**config.mk**
```make
export PLATFORM = sky130hd
export DESIGN_NAME = csr_top
export DESIGN_NICKNAME = d
export VERILOG_FILES = /design/src/rtl/csr_map_pkg.sv /design/src/rtl/csr_types_pkg.sv /design/src/rtl/csr_access.sv /design/src/rtl/csr_counter64.sv /design/src/rtl/csr_counters.sv /design/src/rtl/csr_top.sv /design/src/rtl/csr_trap_regs.sv
export SDC_FILE = /design/constraint.sdc
export NUM_CORES = 1
export LEC_CHECK = 0
export BUFFER_PORTS_ARGS = -buffer_cell sky130_fd_sc_hd__buf_2
export CAP_MARGIN = 10
export CORE_AREA = 2 2 200 163
export DETAILED_ROUTE_END_ITERATION = 10
export DIE_AREA = 0 0 202 165
export PLACE_DENSITY = 0.76
export RECOVER_POWER = 50
export SYNTH_ARGS = -nofsm -noshare
export SYNTH_HDL_FRONTEND = slang
export SYNTH_SLANG_ARGS = --single-unit
```
**constraint.sdc**
```tcl
create_clock -name clk -period 3.35 [get_ports clk]
set_input_delay 0.67 -clock clk [delete_from_list [all_inputs] [get_ports clk]]
set_output_delay 0.67 -clock clk [all_outputs]
set_load 0.01 [all_outputs]
```
**src/rtl/csr_map_pkg.sv**
```systemverilog
`default_nettype none

package csr_map_pkg;

   ////////////////////////////////////////
   // machine mode csr addresses
   ////////////////////////////////////////
   localparam logic [11:0] ADDR_MSTATUS     = 12'h300;
   localparam logic [11:0] ADDR_MISA        = 12'h301;
   localparam logic [11:0] ADDR_MIE         = 12'h304;
   localparam logic [11:0] ADDR_MTVEC       = 12'h305;
   localparam logic [11:0] ADDR_MSCRATCH    = 12'h340;
   localparam logic [11:0] ADDR_MEPC        = 12'h341;
   localparam logic [11:0] ADDR_MCAUSE      = 12'h342;
   localparam logic [11:0] ADDR_MTVAL       = 12'h343; // old name mbadaddr
   localparam logic [11:0] ADDR_MIP         = 12'h344;
   localparam logic [11:0] ADDR_MCYCLE      = 12'hB00;
   localparam logic [11:0] ADDR_MINSTRET    = 12'hB02;
   localparam logic [11:0] ADDR_MCYCLEH     = 12'hB80;
   localparam logic [11:0] ADDR_MINSTRETH   = 12'hB82;
   localparam logic [11:0] ADDR_COUNTERSTOP = 12'hBFF; // custom, outside the isa space
   localparam logic [11:0] ADDR_MVENDORID   = 12'hF11;
   localparam logic [11:0] ADDR_MARCHID     = 12'hF12;
   localparam logic [11:0] ADDR_MIMPID      = 12'hF13;
   localparam logic [11:0] ADDR_MHARTID     = 12'hF14;

   ////////////////////////////////////////
   // field positions
   ////////////////////////////////////////
   localparam int unsigned MSTATUS_MIE_BIT  = 3;
   localparam int unsigned MSTATUS_MPIE_BIT = 7;
   localparam int unsigned MSTATUS_MPP_LSB  = 11;      // mpp is bits 12:11
   localparam logic [1:0]  MSTATUS_MPP_VAL  = 2'b11;   // machine mode only

   localparam int unsigned MEI_BIT = 11; // external
   localparam int unsigned MTI_BIT = 7;  // timer
   localparam int unsigned MSI_BIT = 3;  // software

   localparam int unsigned MCAUSE_INT_BIT = 31;
   localparam int unsigned MCAUSE_CODE_W  = 4;  // exception code bits kept

   localparam int unsigned CY_STOP_BIT = 0;  // bit 1 (time) not implemented
   localparam int unsigned IR_STOP_BIT = 2;

   ////////////////////////////////////////
   // identification constants
   ////////////////////////////////////////
   // mxl=1 (rv32), extensions i, m, c
   localparam logic [31:0] MISA_VALUE = 32'h4000_1104;
   localparam logic [31:0] VENDOR_ID  = 32'h0000_0536;
   localparam logic [31:0] ARCH_ID    = 32'h0000_E203;
   localparam logic [31:0] IMP_ID     = 32'h0000_0001;

endpackage

`default_nettype wire

```
**src/rtl/csr_types_pkg.sv**
```systemverilog
`default_nettype none

package csr_types_pkg;

   localparam int unsigned XLEN = 32;

   typedef logic [XLEN-1:0]   xlen_t;
   typedef logic [11:0]       csr_idx_t;
   typedef logic [2*XLEN-1:0] cnt64_t;   // {hi, lo}

   // csr instruction access from the core
   typedef struct packed {
      logic     ena;
      logic     wr_en;
      logic     rd_en;
      csr_idx_t idx;
      xlen_t    wdata;
   } csr_req_t;

   // commit side events, one cycle pulses
   typedef struct packed {
      logic  status_ena;   // trap taken
      logic  mret_ena;
      logic  epc_ena;
      xlen_t epc;
      logic  cause_ena;
      xlen_t cause;
      logic  badaddr_ena;
      xlen_t badaddr;
      logic  instret_ena;  // one instruction retired
   } cmt_t;

   // raw interrupt levels
   typedef struct packed {
      logic ext;
      logic sft;
      logic tmr;
   } irq_t;

   // enables seen by the interrupt logic
   typedef struct packed {
      logic status_mie;
      logic meie;
      logic mtie;
      logic msie;
   } irq_en_t;

   // one qualified write strobe per writable csr
   typedef struct packed {
      logic mstatus;
      logic mie;
      logic mtvec;
      logic mscratch;
      logic mepc;
      logic mcause;
      logic mtval;
      logic mcycle;
      logic mcycleh;
      logic minstret;
      logic minstreth;
      logic counterstop;
   } csr_wr_sel_t;

   // read values out of csr_trap_regs
   typedef struct packed {
      xlen_t mstatus;
      xlen_t mie;
      xlen_t mip;
      xlen_t mtvec;
      xlen_t mscratch;
      xlen_t mepc;
      xlen_t mcause;
      xlen_t mtval;
   } trap_view_t;

   // read values out of csr_counters
   typedef struct packed {
      xlen_t mcycle;
      xlen_t mcycleh;
      xlen_t minstret;
      xlen_t minstreth;
      xlen_t counterstop;
   } cnt_view_t;

endpackage

`default_nettype wire

```
**src/rtl/csr_access.sv**
```systemverilog
`default_nettype none
`timescale 1ns/1ps

module csr_access
   import csr_types_pkg::*, csr_map_pkg::*;
#(
   parameter int unsigned HART_ID_W = 1
) (
   input  csr_req_t             csr_req,
   input  trap_view_t           trap_view,
   input  cnt_view_t            cnt_view,
   input  logic [HART_ID_W-1:0] hart_id,
   output csr_wr_sel_t          wr_sel,
   output xlen_t                rdata
);

   // gate a register value onto the read or-tree
   function automatic xlen_t rd_term(input logic hit, input xlen_t val);
      return {XLEN{hit}} & val;
   endfunction

   csr_idx_t idx;
   logic     wen; // qualified write
   logic     ren; // qualified read
   xlen_t    mhartid;

   assign idx = csr_req.idx;
   assign wen = csr_req.ena & csr_req.wr_en;
   assign ren = csr_req.ena & csr_req.rd_en;

   assign mhartid = xlen_t'(hart_id); // zero extend

   ////////////////////////////////////////
   // write strobes
   ////////////////////////////////////////
   // read-only and unmapped indices get no strobe, so writes drop
   always_comb begin
      wr_sel             = '0;
      wr_sel.mstatus     = wen & (idx == ADDR_MSTATUS);
      wr_sel.mie         = wen & (idx == ADDR_MIE);
      wr_sel.mtvec       = wen & (idx == ADDR_MTVEC);
      wr_sel.mscratch    = wen & (idx == ADDR_MSCRATCH);
      wr_sel.mepc        = wen & (idx == ADDR_MEPC);
      wr_sel.mcause      = wen & (idx == ADDR_MCAUSE);
      wr_sel.mtval       = wen & (idx == ADDR_MTVAL);
      wr_sel.mcycle      = wen & (idx == ADDR_MCYCLE);
      wr_sel.mcycleh     = wen & (idx == ADDR_MCYCLEH);
      wr_sel.minstret    = wen & (idx == ADDR_MINSTRET);
      wr_sel.minstreth   = wen & (idx == ADDR_MINSTRETH);
      wr_sel.counterstop = wen & (idx == ADDR_COUNTERSTOP);
   end

   ////////////////////////////////////////
   // read mux, and-or style
   ////////////////////////////////////////
   always_comb begin
      rdata = '0;
      // trap state
      rdata |= rd_term(ren & (idx == ADDR_MSTATUS),     trap_view.mstatus);
      rdata |= rd_term(ren & (idx == ADDR_MIE),         trap_view.mie);
      rdata |= rd_term(ren & (idx == ADDR_MIP),         trap_view.mip);
      rdata |= rd_term(ren & (idx == ADDR_MTVEC),       trap_view.mtvec);
      rdata |= rd_term(ren & (idx == ADDR_MSCRATCH),    trap_view.mscratch);
      rdata |= rd_term(ren & (idx == ADDR_MEPC),        trap_view.mepc);
      rdata |= rd_term(ren & (idx == ADDR_MCAUSE),      trap_view.mcause);
      rdata |= rd_term(ren & (idx == ADDR_MTVAL),       trap_view.mtval);
      // counters
      rdata |= rd_term(ren & (idx == ADDR_MCYCLE),      cnt_view.mcycle);
      rdata |= rd_term(ren & (idx == ADDR_MCYCLEH),     cnt_view.mcycleh);
      rdata |= rd_term(ren & (idx == ADDR_MINSTRET),    cnt_view.minstret);
      rdata |= rd_term(ren & (idx == ADDR_MINSTRETH),   cnt_view.minstreth);
      rdata |= rd_term(ren & (idx == ADDR_COUNTERSTOP), cnt_view.counterstop);
      // information registers, read only
      rdata |= rd_term(ren & (idx == ADDR_MISA),        MISA_VALUE);
      rdata |= rd_term(ren & (idx == ADDR_MVENDORID),   VENDOR_ID);
      rdata |= rd_term(ren & (idx == ADDR_MARCHID),     ARCH_ID);
      rdata |= rd_term(ren & (idx == ADDR_MIMPID),      IMP_ID);
      rdata |= rd_term(ren & (idx == ADDR_MHARTID),     mhartid);
   end

endmodule

`default_nettype wire

```
**src/rtl/csr_counter64.sv**
```systemverilog
`default_nettype none
`timescale 1ns/1ps

module csr_counter64
   import csr_types_pkg::*;
(
   input  logic   clk,
   input  logic   rst_n,
   input  logic   wr_lo,   // csr write of low half
   input  logic   wr_hi,   // csr write of high half
   input  xlen_t  wdata,
   input  logic   inc,     // count enable, stop already applied
   output cnt64_t cnt
);

   xlen_t lo_r;
   xlen_t hi_r;
   logic  lo_full;   // low half about to wrap

   assign lo_full = &lo_r;

   ////////////////////////////////////////
   // low / high halves
   ////////////////////////////////////////
   // a write replaces the increment of its own half only
   always_ff @(posedge clk or negedge rst_n) begin
      if (!rst_n) begin
         lo_r <= '0;
         hi_r <= '0;
      end else begin
         if (wr_lo)
            lo_r <= wdata;
         else if (inc)
            lo_r <= lo_r + 1'b1;

         if (wr_hi)
            hi_r <= wdata;
         else if (inc && lo_full)
            hi_r <= hi_r + 1'b1;   // carry from low half
      end
   end

   assign cnt = {hi_r, lo_r};

endmodule

`default_nettype wire

```
**src/rtl/csr_counters.sv**
```systemverilog
`default_nettype none
`timescale 1ns/1ps

module csr_counters
   import csr_types_pkg::*, csr_map_pkg::*;
(
   input  logic        clk,
   input  logic        rst_n,
   input  csr_wr_sel_t wr_sel,
   input  xlen_t       wdata,
   input  logic        instret_ena,
   output cnt_view_t   cnt_view
);

   logic   cy_stop_r;   // freeze mcycle
   logic   ir_stop_r;   // freeze minstret
   cnt64_t cycle_val;
   cnt64_t instret_val;

   // counterstop, bits 0 and 2 only
   always_ff @(posedge clk or negedge rst_n) begin
      if (!rst_n) begin
         cy_stop_r <= 1'b0;
         ir_stop_r <= 1'b0;
      end else if (wr_sel.counterstop) begin
         cy_stop_r <= wdata[CY_STOP_BIT];
         ir_stop_r <= wdata[IR_STOP_BIT];
      end
   end

   csr_counter64 cycle_cnt (
      .clk   (clk),
      .rst_n (rst_n),
      .wr_lo (wr_sel.mcycle),
      .wr_hi (wr_sel.mcycleh),
      .wdata (wdata),
      .inc   (~cy_stop_r),        // free running
      .cnt   (cycle_val)
   );

   csr_counter64 instret_cnt (
      .clk   (clk),
      .rst_n (rst_n),
      .wr_lo (wr_sel.minstret),
      .wr_hi (wr_sel.minstreth),
      .wdata (wdata),
      .inc   (instret_ena & ~ir_stop_r),
      .cnt   (instret_val)
   );

   always_comb begin
      cnt_view                          = '0;
      cnt_view.mcycle                   = cycle_val[XLEN-1:0];
      cnt_view.mcycleh                  = cycle_val[2*XLEN-1:XLEN];
      cnt_view.minstret                 = instret_val[XLEN-1:0];
      cnt_view.minstreth                = instret_val[2*XLEN-1:XLEN];
      cnt_view.counterstop[CY_STOP_BIT] = cy_stop_r;
      cnt_view.counterstop[IR_STOP_BIT] = ir_stop_r;   // time stop bit reads 0
   end

endmodule

`default_nettype wire

```
**src/rtl/csr_top.sv**
```systemverilog
`default_nettype none
`timescale 1ns/1ps

module csr_top
   import csr_types_pkg::*;
#(
   parameter int unsigned PC_W      = 32,
   parameter int unsigned HART_ID_W = 1
) (
   input  logic                 clk,
   input  logic                 rst_n,
   input  csr_req_t             csr_req,
   output xlen_t                rdata,
   input  cmt_t                 cmt,
   input  irq_t                 irq,
   input  logic [HART_ID_W-1:0] hart_id,
   output irq_en_t              irq_en,
   output xlen_t                mtvec,
   output xlen_t                mepc
);

   csr_wr_sel_t wr_sel;      // decoded write strobes
   trap_view_t  trap_view;
   cnt_view_t   cnt_view;

   ////////////////////////////////////////
   // decode and read mux
   ////////////////////////////////////////
   csr_access #(
      .HART_ID_W (HART_ID_W)
   ) u_access (
      .csr_req   (csr_req),
      .trap_view (trap_view),
      .cnt_view  (cnt_view),
      .hart_id   (hart_id),
      .wr_sel    (wr_sel),
      .rdata     (rdata)
   );

   ////////////////////////////////////////
   // register banks
   ////////////////////////////////////////
   csr_trap_regs #(
      .PC_W (PC_W)
   ) u_trap_regs (
      .clk       (clk),
      .rst_n     (rst_n),
      .wr_sel    (wr_sel),
      .wdata     (csr_req.wdata),
      .cmt       (cmt),
      .irq       (irq),
      .trap_view (trap_view),
      .irq_en    (irq_en)
   );

   csr_counters u_counters (
      .clk         (clk),
      .rst_n       (rst_n),
      .wr_sel      (wr_sel),
      .wdata       (csr_req.wdata),
      .instret_ena (cmt.instret_ena),
      .cnt_view    (cnt_view)
   );

   assign mtvec = trap_view.mtvec;  // trap vector to fetch
   assign mepc  = trap_view.mepc;   // mret target

endmodule

`default_nettype wire

```
**src/rtl/csr_trap_regs.sv**
```systemverilog
`default_nettype none
`timescale 1ns/1ps

module csr_trap_regs
   import csr_types_pkg::*, csr_map_pkg::*;
#(
   parameter int unsigned PC_W = 32   // implemented mepc/mtval bits
) (
   input  logic        clk,
   input  logic        rst_n,
   input  csr_wr_sel_t wr_sel,
   input  xlen_t       wdata,
   input  cmt_t        cmt,
   input  irq_t        irq,
   output trap_view_t  trap_view,
   output irq_en_t     irq_en
);

   logic                     status_mie_r;
   logic                     status_mpie_r;
   logic                     meie_r;
   logic                     mtie_r;
   logic                     msie_r;
   irq_t                     mip_r;        // sampled irq levels
   xlen_t                    mtvec_r;
   xlen_t                    mscratch_r;
   logic [PC_W-1:1]          epc_r;        // bit 0 always zero
   logic                     cause_int_r;
   logic [MCAUSE_CODE_W-1:0] cause_code_r;
   logic [PC_W-1:0]          badaddr_r;

   ////////////////////////////////////////
   // mstatus mie / mpie
   ////////////////////////////////////////
   // trap beats mret, mret beats csr write
   always_ff @(posedge clk or negedge rst_n) begin
      if (!rst_n) begin
         status_mie_r  <= 1'b0;
         status_mpie_r <= 1'b0;
      end else if (cmt.status_ena) begin
         status_mie_r  <= 1'b0;          // interrupts off in handler
         status_mpie_r <= status_mie_r;  // remember previous mie
      end else if (cmt.mret_ena) begin
         status_mie_r  <= status_mpie_r;
         status_mpie_r <= 1'b1;
      end else if (wr_sel.mstatus) begin
         status_mie_r  <= wdata[MSTATUS_MIE_BIT];
         status_mpie_r <= wdata[MSTATUS_MPIE_BIT];
      end
   end

   ////////////////////////////////////////
   // mie, mip, mtvec, mscratch
   ////////////////////////////////////////
   always_ff @(posedge clk or negedge rst_n) begin
      if (!rst_n) begin
         meie_r     <= 1'b0;
         mtie_r     <= 1'b0;
         msie_r     <= 1'b0;
         mip_r      <= '0;
         mtvec_r    <= '0;
         mscratch_r <= '0;
      end else begin
         if (wr_sel.mie) begin    // only the three m-mode enables stick
            meie_r <= wdata[MEI_BIT];
            mtie_r <= wdata[MTI_BIT];
            msie_r <= wdata[MSI_BIT];
         end
         mip_r <= irq;            // read only, follows irq a cycle late
         if (wr_sel.mtvec)    mtvec_r    <= wdata;
         if (wr_sel.mscratch) mscratch_r <= wdata;
      end
   end

   ////////////////////////////////////////
   // mepc, mcause, mtval
   ////////////////////////////////////////
   // hardware commit wins over a csr write in the same cycle
   always_ff @(posedge clk or negedge rst_n) begin
      if (!rst_n) begin
         epc_r        <= '0;
         cause_int_r  <= 1'b0;
         cause_code_r <= '0;
         badaddr_r    <= '0;
      end else begin
         if (cmt.epc_ena)        epc_r <= cmt.epc[PC_W-1:1];
         else if (wr_sel.mepc)   epc_r <= wdata[PC_W-1:1];

         if (cmt.cause_ena) begin
            cause_int_r  <= cmt.cause[MCAUSE_INT_BIT];
            cause_code_r <= cmt.cause[MCAUSE_CODE_W-1:0];
         end else if (wr_sel.mcause) begin
            cause_int_r  <= wdata[MCAUSE_INT_BIT];
            cause_code_r <= wdata[MCAUSE_CODE_W-1:0];
         end

         if (cmt.badaddr_ena)    badaddr_r <= cmt.badaddr[PC_W-1:0];
         else if (wr_sel.mtval)  badaddr_r <= wdata[PC_W-1:0];
      end
   end

   ////////////////////////////////////////
   // read views, zero filled to xlen
   ////////////////////////////////////////
   always_comb begin
      trap_view = '0;

      trap_view.mstatus[MSTATUS_MIE_BIT]        = status_mie_r;
      trap_view.mstatus[MSTATUS_MPIE_BIT]       = status_mpie_r;
      trap_view.mstatus[MSTATUS_MPP_LSB +: 2]   = MSTATUS_MPP_VAL; // fs, xs, sd stay 0

      trap_view.mie[MEI_BIT] = meie_r;
      trap_view.mie[MTI_BIT] = mtie_r;
      trap_view.mie[MSI_BIT] = msie_r;

      trap_view.mip[MEI_BIT] = mip_r.ext;
      trap_view.mip[MTI_BIT] = mip_r.tmr;
      trap_view.mip[MSI_BIT] = mip_r.sft;

      trap_view.mtvec    = mtvec_r;
      trap_view.mscratch = mscratch_r;
      trap_view.mepc     = xlen_t'({epc_r, 1'b0});
      trap_view.mtval    = xlen_t'(badaddr_r);

      trap_view.mcause[MCAUSE_INT_BIT]      = cause_int_r;
      trap_view.mcause[MCAUSE_CODE_W-1:0]   = cause_code_r;
   end

   // enables to the interrupt logic
   assign irq_en.status_mie = status_mie_r;
   assign irq_en.meie       = meie_r;
   assign irq_en.mtie       = mtie_r;
   assign irq_en.msie       = msie_r;

endmodule

`default_nettype wire

```
Word level (Yosys, flattened, before mapping)
Index checks and enable logic that the tools add are counted. W data, S select, Z words.

Input port bits: 155. Output and inout bits: 100. Register bits: 270. Logic and storage cells: 142.

Reductions and logical operators: 11. Mux-type cells: 22. Bitwise operators: 66. $add $sub $neg: 4. Equality and inequality tests: 19.

Operators with widths (number): $or A32 B32 Y32 (13); $mux W32 (10); $and A32 B32 Y32 (9); $add A32 B1 Y32 const B (4); $eq A12 B10 Y1 const B (9); $eq A12 B12 Y1 const B (9); $and A32 B12 Y32 (2); $reduce_and A32 Y1 (2); $mux W31 (2); $and A1 B1 Y1 (33); $and A32 B1 Y32 (1); $and A32 B13 Y32 (1); $and A32 B3 Y32 (1); $or A32 B1 Y32 (1); $or A32 B11 Y32 (1); $or A32 B16 Y32 (1); $or A32 B31 Y32 (1); $reduce_bool A2 Y1 (6); $mux W1 (8); $mux W4 (2); $reduce_bool A3 Y1 (1); $logic_and A1 B1 Y1 (2); $ne A2 B2 Y1 const B (1); $not A1 Y1 (2).

Logic depth before layout (Yosys ltp)
Word-level depth: 20. Depth in mapped cells: 8.

Hierarchy
A second synthesis with hierarchy kept.

Cell total of the unflattened synthesis: 1988. Area total of the unflattened synthesis: 18386.4 um^2.

Modules (own cells, without submodules): csr_counter64 (seq. area each 1601.5 um^2, cells each 433, instances 2, area each 3693.5 um^2); csr_trap_regs (seq. area each 3503.4 um^2, cells each 579, instances 1, area each 7116.8 um^2); csr_access (seq. area each 0.0 um^2, cells each 504, instances 1, area each 3555.9 um^2); csr_counters (seq. area each 50.0 um^2, cells each 39, instances 1, area each 326.6 um^2).

Worst setup path after synthesis
No wires, ideal clock.

Path kind: input port to output port. From: input csr_req[38] (netlist bit). To: output rdata[29]. Data arrival time: 2.698 ns. Setup slack: -0.018 ns. Stages on the path: 7. Path buffers: 3. Data required time: 2.680 ns. Path through: clkbuf_1 or3_1 clkbuf_1 nor4_1 clkbuf_1 a222oi_1 nand3_1.

Longest elaborated chain between the ends: 20. Elaborated cells between the ends (all ways): 59. Those cells by class: 14 x eq/ne; 45 x bitwise.

Ends and longest elaborated chain: start: declaration (RTL line csr_top.sv:12) `input csr_req_t csr_req,`; $eq A12 B10 Y1, on equally long branches (RTL line csr_access.sv:59, csr_access.sv:60); $and A1 B1 Y1, on equally long branches (RTL line csr_access.sv:59, csr_access.sv:60); $and A32 B13 Y32 or $and A32 B12 Y32 (tied branches) (RTL line csr_access.sv:19) `return {XLEN{hit}} & val;`; $or A32 B32 Y32 (RTL line csr_access.sv:60) `rdata |= rd_term(ren & (idx == ADDR_MIE), trap_view.mie);`; $or A32 B32 Y32 (RTL line csr_access.sv:61) `rdata |= rd_term(ren & (idx == ADDR_MIP), trap_view.mip);`; $or A32 B32 Y32 (RTL line csr_access.sv:62) `rdata |= rd_term(ren & (idx == ADDR_MTVEC), trap_view.mtvec);`; $or A32 B32 Y32 (RTL line csr_access.sv:63) `rdata |= rd_term(ren & (idx == ADDR_MSCRATCH), trap_view.mscratch);`; $or A32 B32 Y32 (RTL line csr_access.sv:64) `rdata |= rd_term(ren & (idx == ADDR_MEPC), trap_view.mepc);`; (+4 left out); $or A32 B32 Y32 (RTL line csr_access.sv:70) `rdata |= rd_term(ren & (idx == ADDR_MINSTRET), cnt_view.minstret);`; $or A32 B32 Y32 (RTL line csr_access.sv:71) `rdata |= rd_term(ren & (idx == ADDR_MINSTRETH), cnt_view.minstreth);`; $or A32 B32 Y32 (RTL line csr_access.sv:72) `rdata |= rd_term(ren & (idx == ADDR_COUNTERSTOP), cnt_view.counterstop);`; $or A32 B31 Y32 (RTL line csr_access.sv:74) `rdata |= rd_term(ren & (idx == ADDR_MISA), MISA_VALUE);`; $or A32 B11 Y32 (RTL line csr_access.sv:75) `rdata |= rd_term(ren & (idx == ADDR_MVENDORID), VENDOR_ID);`; $or A32 B16 Y32 (RTL line csr_access.sv:76) `rdata |= rd_term(ren & (idx == ADDR_MARCHID), ARCH_ID);`; $or A32 B1 Y32 (RTL line csr_access.sv:77) `rdata |= rd_term(ren & (idx == ADDR_MIMPID), IMP_ID);`; $or A32 B32 Y32 (*) (RTL line csr_access.sv:78) `rdata |= rd_term(ren & (idx == ADDR_MHARTID), mhartid);`; end: declaration (RTL line csr_top.sv:13) `output xlen_t rdata,`.

Mark *: on every way between the ends. The rest lies on a longest branch, timed or not.

Worst setup path in the final report
From: input csr_req[35] (netlist bit). To: output rdata[2].

Same word-level chain as after synthesis.

==> impl_metrics.tcl <==
set metrics [dict create \
    core_mm2 0.0311 \
    insertion_delay_ps 570 \
    crit_path_end_kind "output pin" \
    ys_types 71 \
    timing.max_cap.violations 1 \
    die_h_um 165 \
    power_mw 7.74 \
    grt_overflow 0 \
    cp_data_arrival_time_ps 2680 \
    ys_warn_count 0 \
    highest_layer "met5" \
    fin_crit_ps 3350 \
    clock.fmax_ghz 0.298 \
    status "finished with violations" \
    hp-class "in2reg" \
    antenna_cells 0 \
    finClkSkew_ps 14.0 \
    cts_max_level 1 \
    syn_area_mm2 0.0161 \
    critPathKind "in2out" \
    numCtsBuffers 29 \
    die_area_mm2 0.0333 \
    worst-path-max-fanout 9 \
    whs_ps 198 \
    drtAntennaViolNets 0 \
    io_pins 255 \
    report.final.hold_viol_count 0 \
    drt-met1-wl_mm 24.7 \
    synthesis.instances 1738 \
    grtUsageTotal 0.360 \
    setup_viol 1 \
    first_pass_iters 6 \
    met3_length_mm 7.84 \
    port_buffers 225 \
    antenna_found_initial 2 \
    fin_area_mm2 0.0186 \
    die-width_um 202 \
    synth_top_cell_by_area "dfrtp_1" \
    dp.cells 2290 \
    grt_max_degree 71 \
    yosysSeqAreaShare 0.421 \
    tns_ps -2.75 \
    critPathLaunchType "input pin" \
    met2_length_mm 25.5 \
    synth_top_cell_area_share 0.421 \
    synth-main-ff-cell "dfrtp_1" \
    cts_tree "done" \
    violations "capacitance limit, slew limit, setup timing" \
    max_slew.worst_pin.slew_ps 2050 \
    final-instance-count-excl-fill 2342 \
    cts_num_sinks 270 \
    path_clk_slew_ps 60 \
    grt_pass1_wl_mm 89.9 \
    drcViolationCount 0 \
    period_share 1.00 \
    synth_area_leaders "dfrtp_1, mux2_2, mux2i_1" \
    grt_pass1_vias 14700 \
    leakagePower_nw 8.25 \
    row_count 58 \
    async_reset_ff_frac 1.00 \
    root_buffer "clkbuf_16" \
    ir_drop_v 0.000415 \
    gp_congestion 0.995 \
    hpwl_mm 44.3 \
    final_nets 2061 \
    via_count 15400 \
    place_area_mm2 0.0177 \
    routed_wirelength_mm 60.8 \
    start_util 0.516 \
    synth-edff-count 0 \
    area_growth_pct 15.9 \
    layout-drive-gt1-share 0.243 \
    setup_ws_ps -2.75 \
    syn-num-nets 1897 \
    viasPerCell 6.57 \
    p_per_area_mw_per_mm2 416 \
    maxSlewHeadroom -0.368 \
    synth_seq_cells 270 \
    required_ps 2680 \
    fin_util 0.598 \
    avgSynthCellArea_um2 9.24 \
    wl_per_cell_um 26.0 \
    preCtsSetupSlack_ps -261 \
    clock_path_buffers 3 \
    drtIter0Drc 2033 \
    finalMaxSlewViolations 69 \
]
cell families (layout without fill, tap and decap cells):
| family | after synthesis | in the layout | synth area share |
|---|---|---|---|
| xor gates and xnor gates | 64 | 64 | 0.0349 |
| AOI/OAI and AO/OA | 371 | 371 | 0.145 |
| buffers and inverters | 214 | 398 | 0.0685 |
| adders and majority gates | 4 | 4 | 0.00312 |
| DFF | 270 | 270 | 0.421 |
| and+or+nand+nor | 639 | 639 | 0.211 |
| other | 1 | 1 | 0.000234 |
| muxes | 175 | 175 | 0.116 |
state kept, by name (all words and copies together) (netlist names):
name and flops:
u_counters.cy_stop_r 1, u_counters.cycle_cnt.hi_r 32, u_counters.cycle_cnt.lo_r 32, u_counters.instret_cnt.hi_r 32
u_counters.instret_cnt.lo_r 32, u_counters.ir_stop_r 1, u_trap_regs.badaddr_r 32, u_trap_regs.cause_code_r 4
u_trap_regs.cause_int_r 1, u_trap_regs.epc_r 31, u_trap_regs.meie_r 1, u_trap_regs.mscratch_r 32
u_trap_regs.msie_r 1, u_trap_regs.mtie_r 1, u_trap_regs.mtvec_r 32, u_trap_regs.status_mie_r 1
u_trap_regs.status_mpie_r 1, u_trap_regs.trap_view 3
worst max-delay path: stages:
cell and delay (ps):
buf_2 180, nand2b_1 260, nor3_1 150, and2_2 280, a222oi_1 680, nand4_1 250
buf_2 200
metal layers:
layer	GRT usage	up-vias
met4	0.138	4
li1	-	6682
met2	0.518	992
met1	0.508	7514
met3	0.109	198
met5	0.0164	-
cells in the final DEF, fill, tap and decap left out, drive strengths merged, types with 3 or more instances in the layout:
cell	netlist	routed
dfrtp	270	270
a22o	3	3
buf	100	289
clkbuf	98	83
nand4	47	47
a22oi	57	57
nand4b	8	8
or3	40	40
nor4	23	23
a32o	5	5
nor2b	10	10
and4	14	14
o31ai	18	18
nor3b	7	7
inv	14	14
and2	15	15
ha	4	4
mux2	94	94
o21ai	83	83
a221oi	4	4
xnor2	45	45
a21oi	103	103
nor4b	4	4
or2	4	4
nand3b	4	4
nor2	176	176
and4b	7	7
nand3	73	73
a2111oi	4	4
a31oi	58	58
mux2i	81	81
clkinv	0	10
and3	27	27
nand2	113	113
nand2b	7	7
or4	25	25
a222oi	20	20
nor3	26	26
xor2	19	19
area by class of cell:
type | count | area, µm²
clock buffers | 39 | 823
clock inverters | 12 | 87.6
flip-flops and latches | 270 | 6760
inverters | 14 | 52.6
repair buffers | 333 | 2060
fillers | 2735 | 12500
well taps | 420 | 526
multi-input cells | 1254 | 8300
cell usage after synthesis, drive strengths merged, types with 5 or more instances:
| cell type | number |
|---|---|
| or4 | 25 |
| nand4 | 47 |
| nor4 | 23 |
| nor3 | 26 |
| and3 | 27 |
| xnor2 | 45 |
| and4b | 7 |
| clkbuf | 98 |
| a31oi | 58 |
| o31ai | 18 |
| nor2 | 176 |
| mux2 | 94 |
| nand2b | 7 |
| and4 | 14 |
| xor2 | 19 |
| nand4b | 8 |
| mux2i | 81 |
| a32o | 5 |
| and2 | 15 |
| o21ai | 83 |
| buf | 100 |
| dfrtp | 270 |
| a222oi | 20 |
| or3 | 40 |
| a22oi | 57 |
| nand2 | 113 |
| nor2b | 10 |
| nor3b | 7 |
| a21oi | 103 |
| nand3 | 73 |
| inv | 14 |
where the power goes:
group	leakage (nW)	internal (mW)	switching [mW]	total (mW)
Sequential	3.33	3.44	0.241	3.68
Clock	0.459	1.78	1.38	3.16
Combinational	4.47	0.355	0.550	0.904
Total	8.25	5.58	2.17	7.74
worst paths after layout:
| kind | from | end | slack (ps) | cells after the start |
|---|---|---|---|---|
| min in group asynchronous | rst_n | u_trap_regs.mtvec_r[11] | 690 | 1 |
| setup / recovery | csr_req[35] | rdata[2] | -3 | 7 |
| setup reg to reg | u_counters.cy_stop_r | u_counters.cycle_cnt.hi_r[18] | 490 | 6 |
| hold / removal | irq[1] | u_trap_regs.trap_view[163] | 200 | 1 |
| max in group asynchronous | rst_n | u_trap_regs.mtvec_r[20] | 610 | 2 |
| hold reg to reg | u_trap_regs.badaddr_r[14] | u_trap_regs.badaddr_r[14] | 480 | 2 |
timing repair:
action,4_1_cts,5_1_grt
endpoints found under the setup margin,8,17
hold buffers,0,0
setup buffers,0,1
gates resized for setup,2,12
Power figures use the tool's default switching activity.
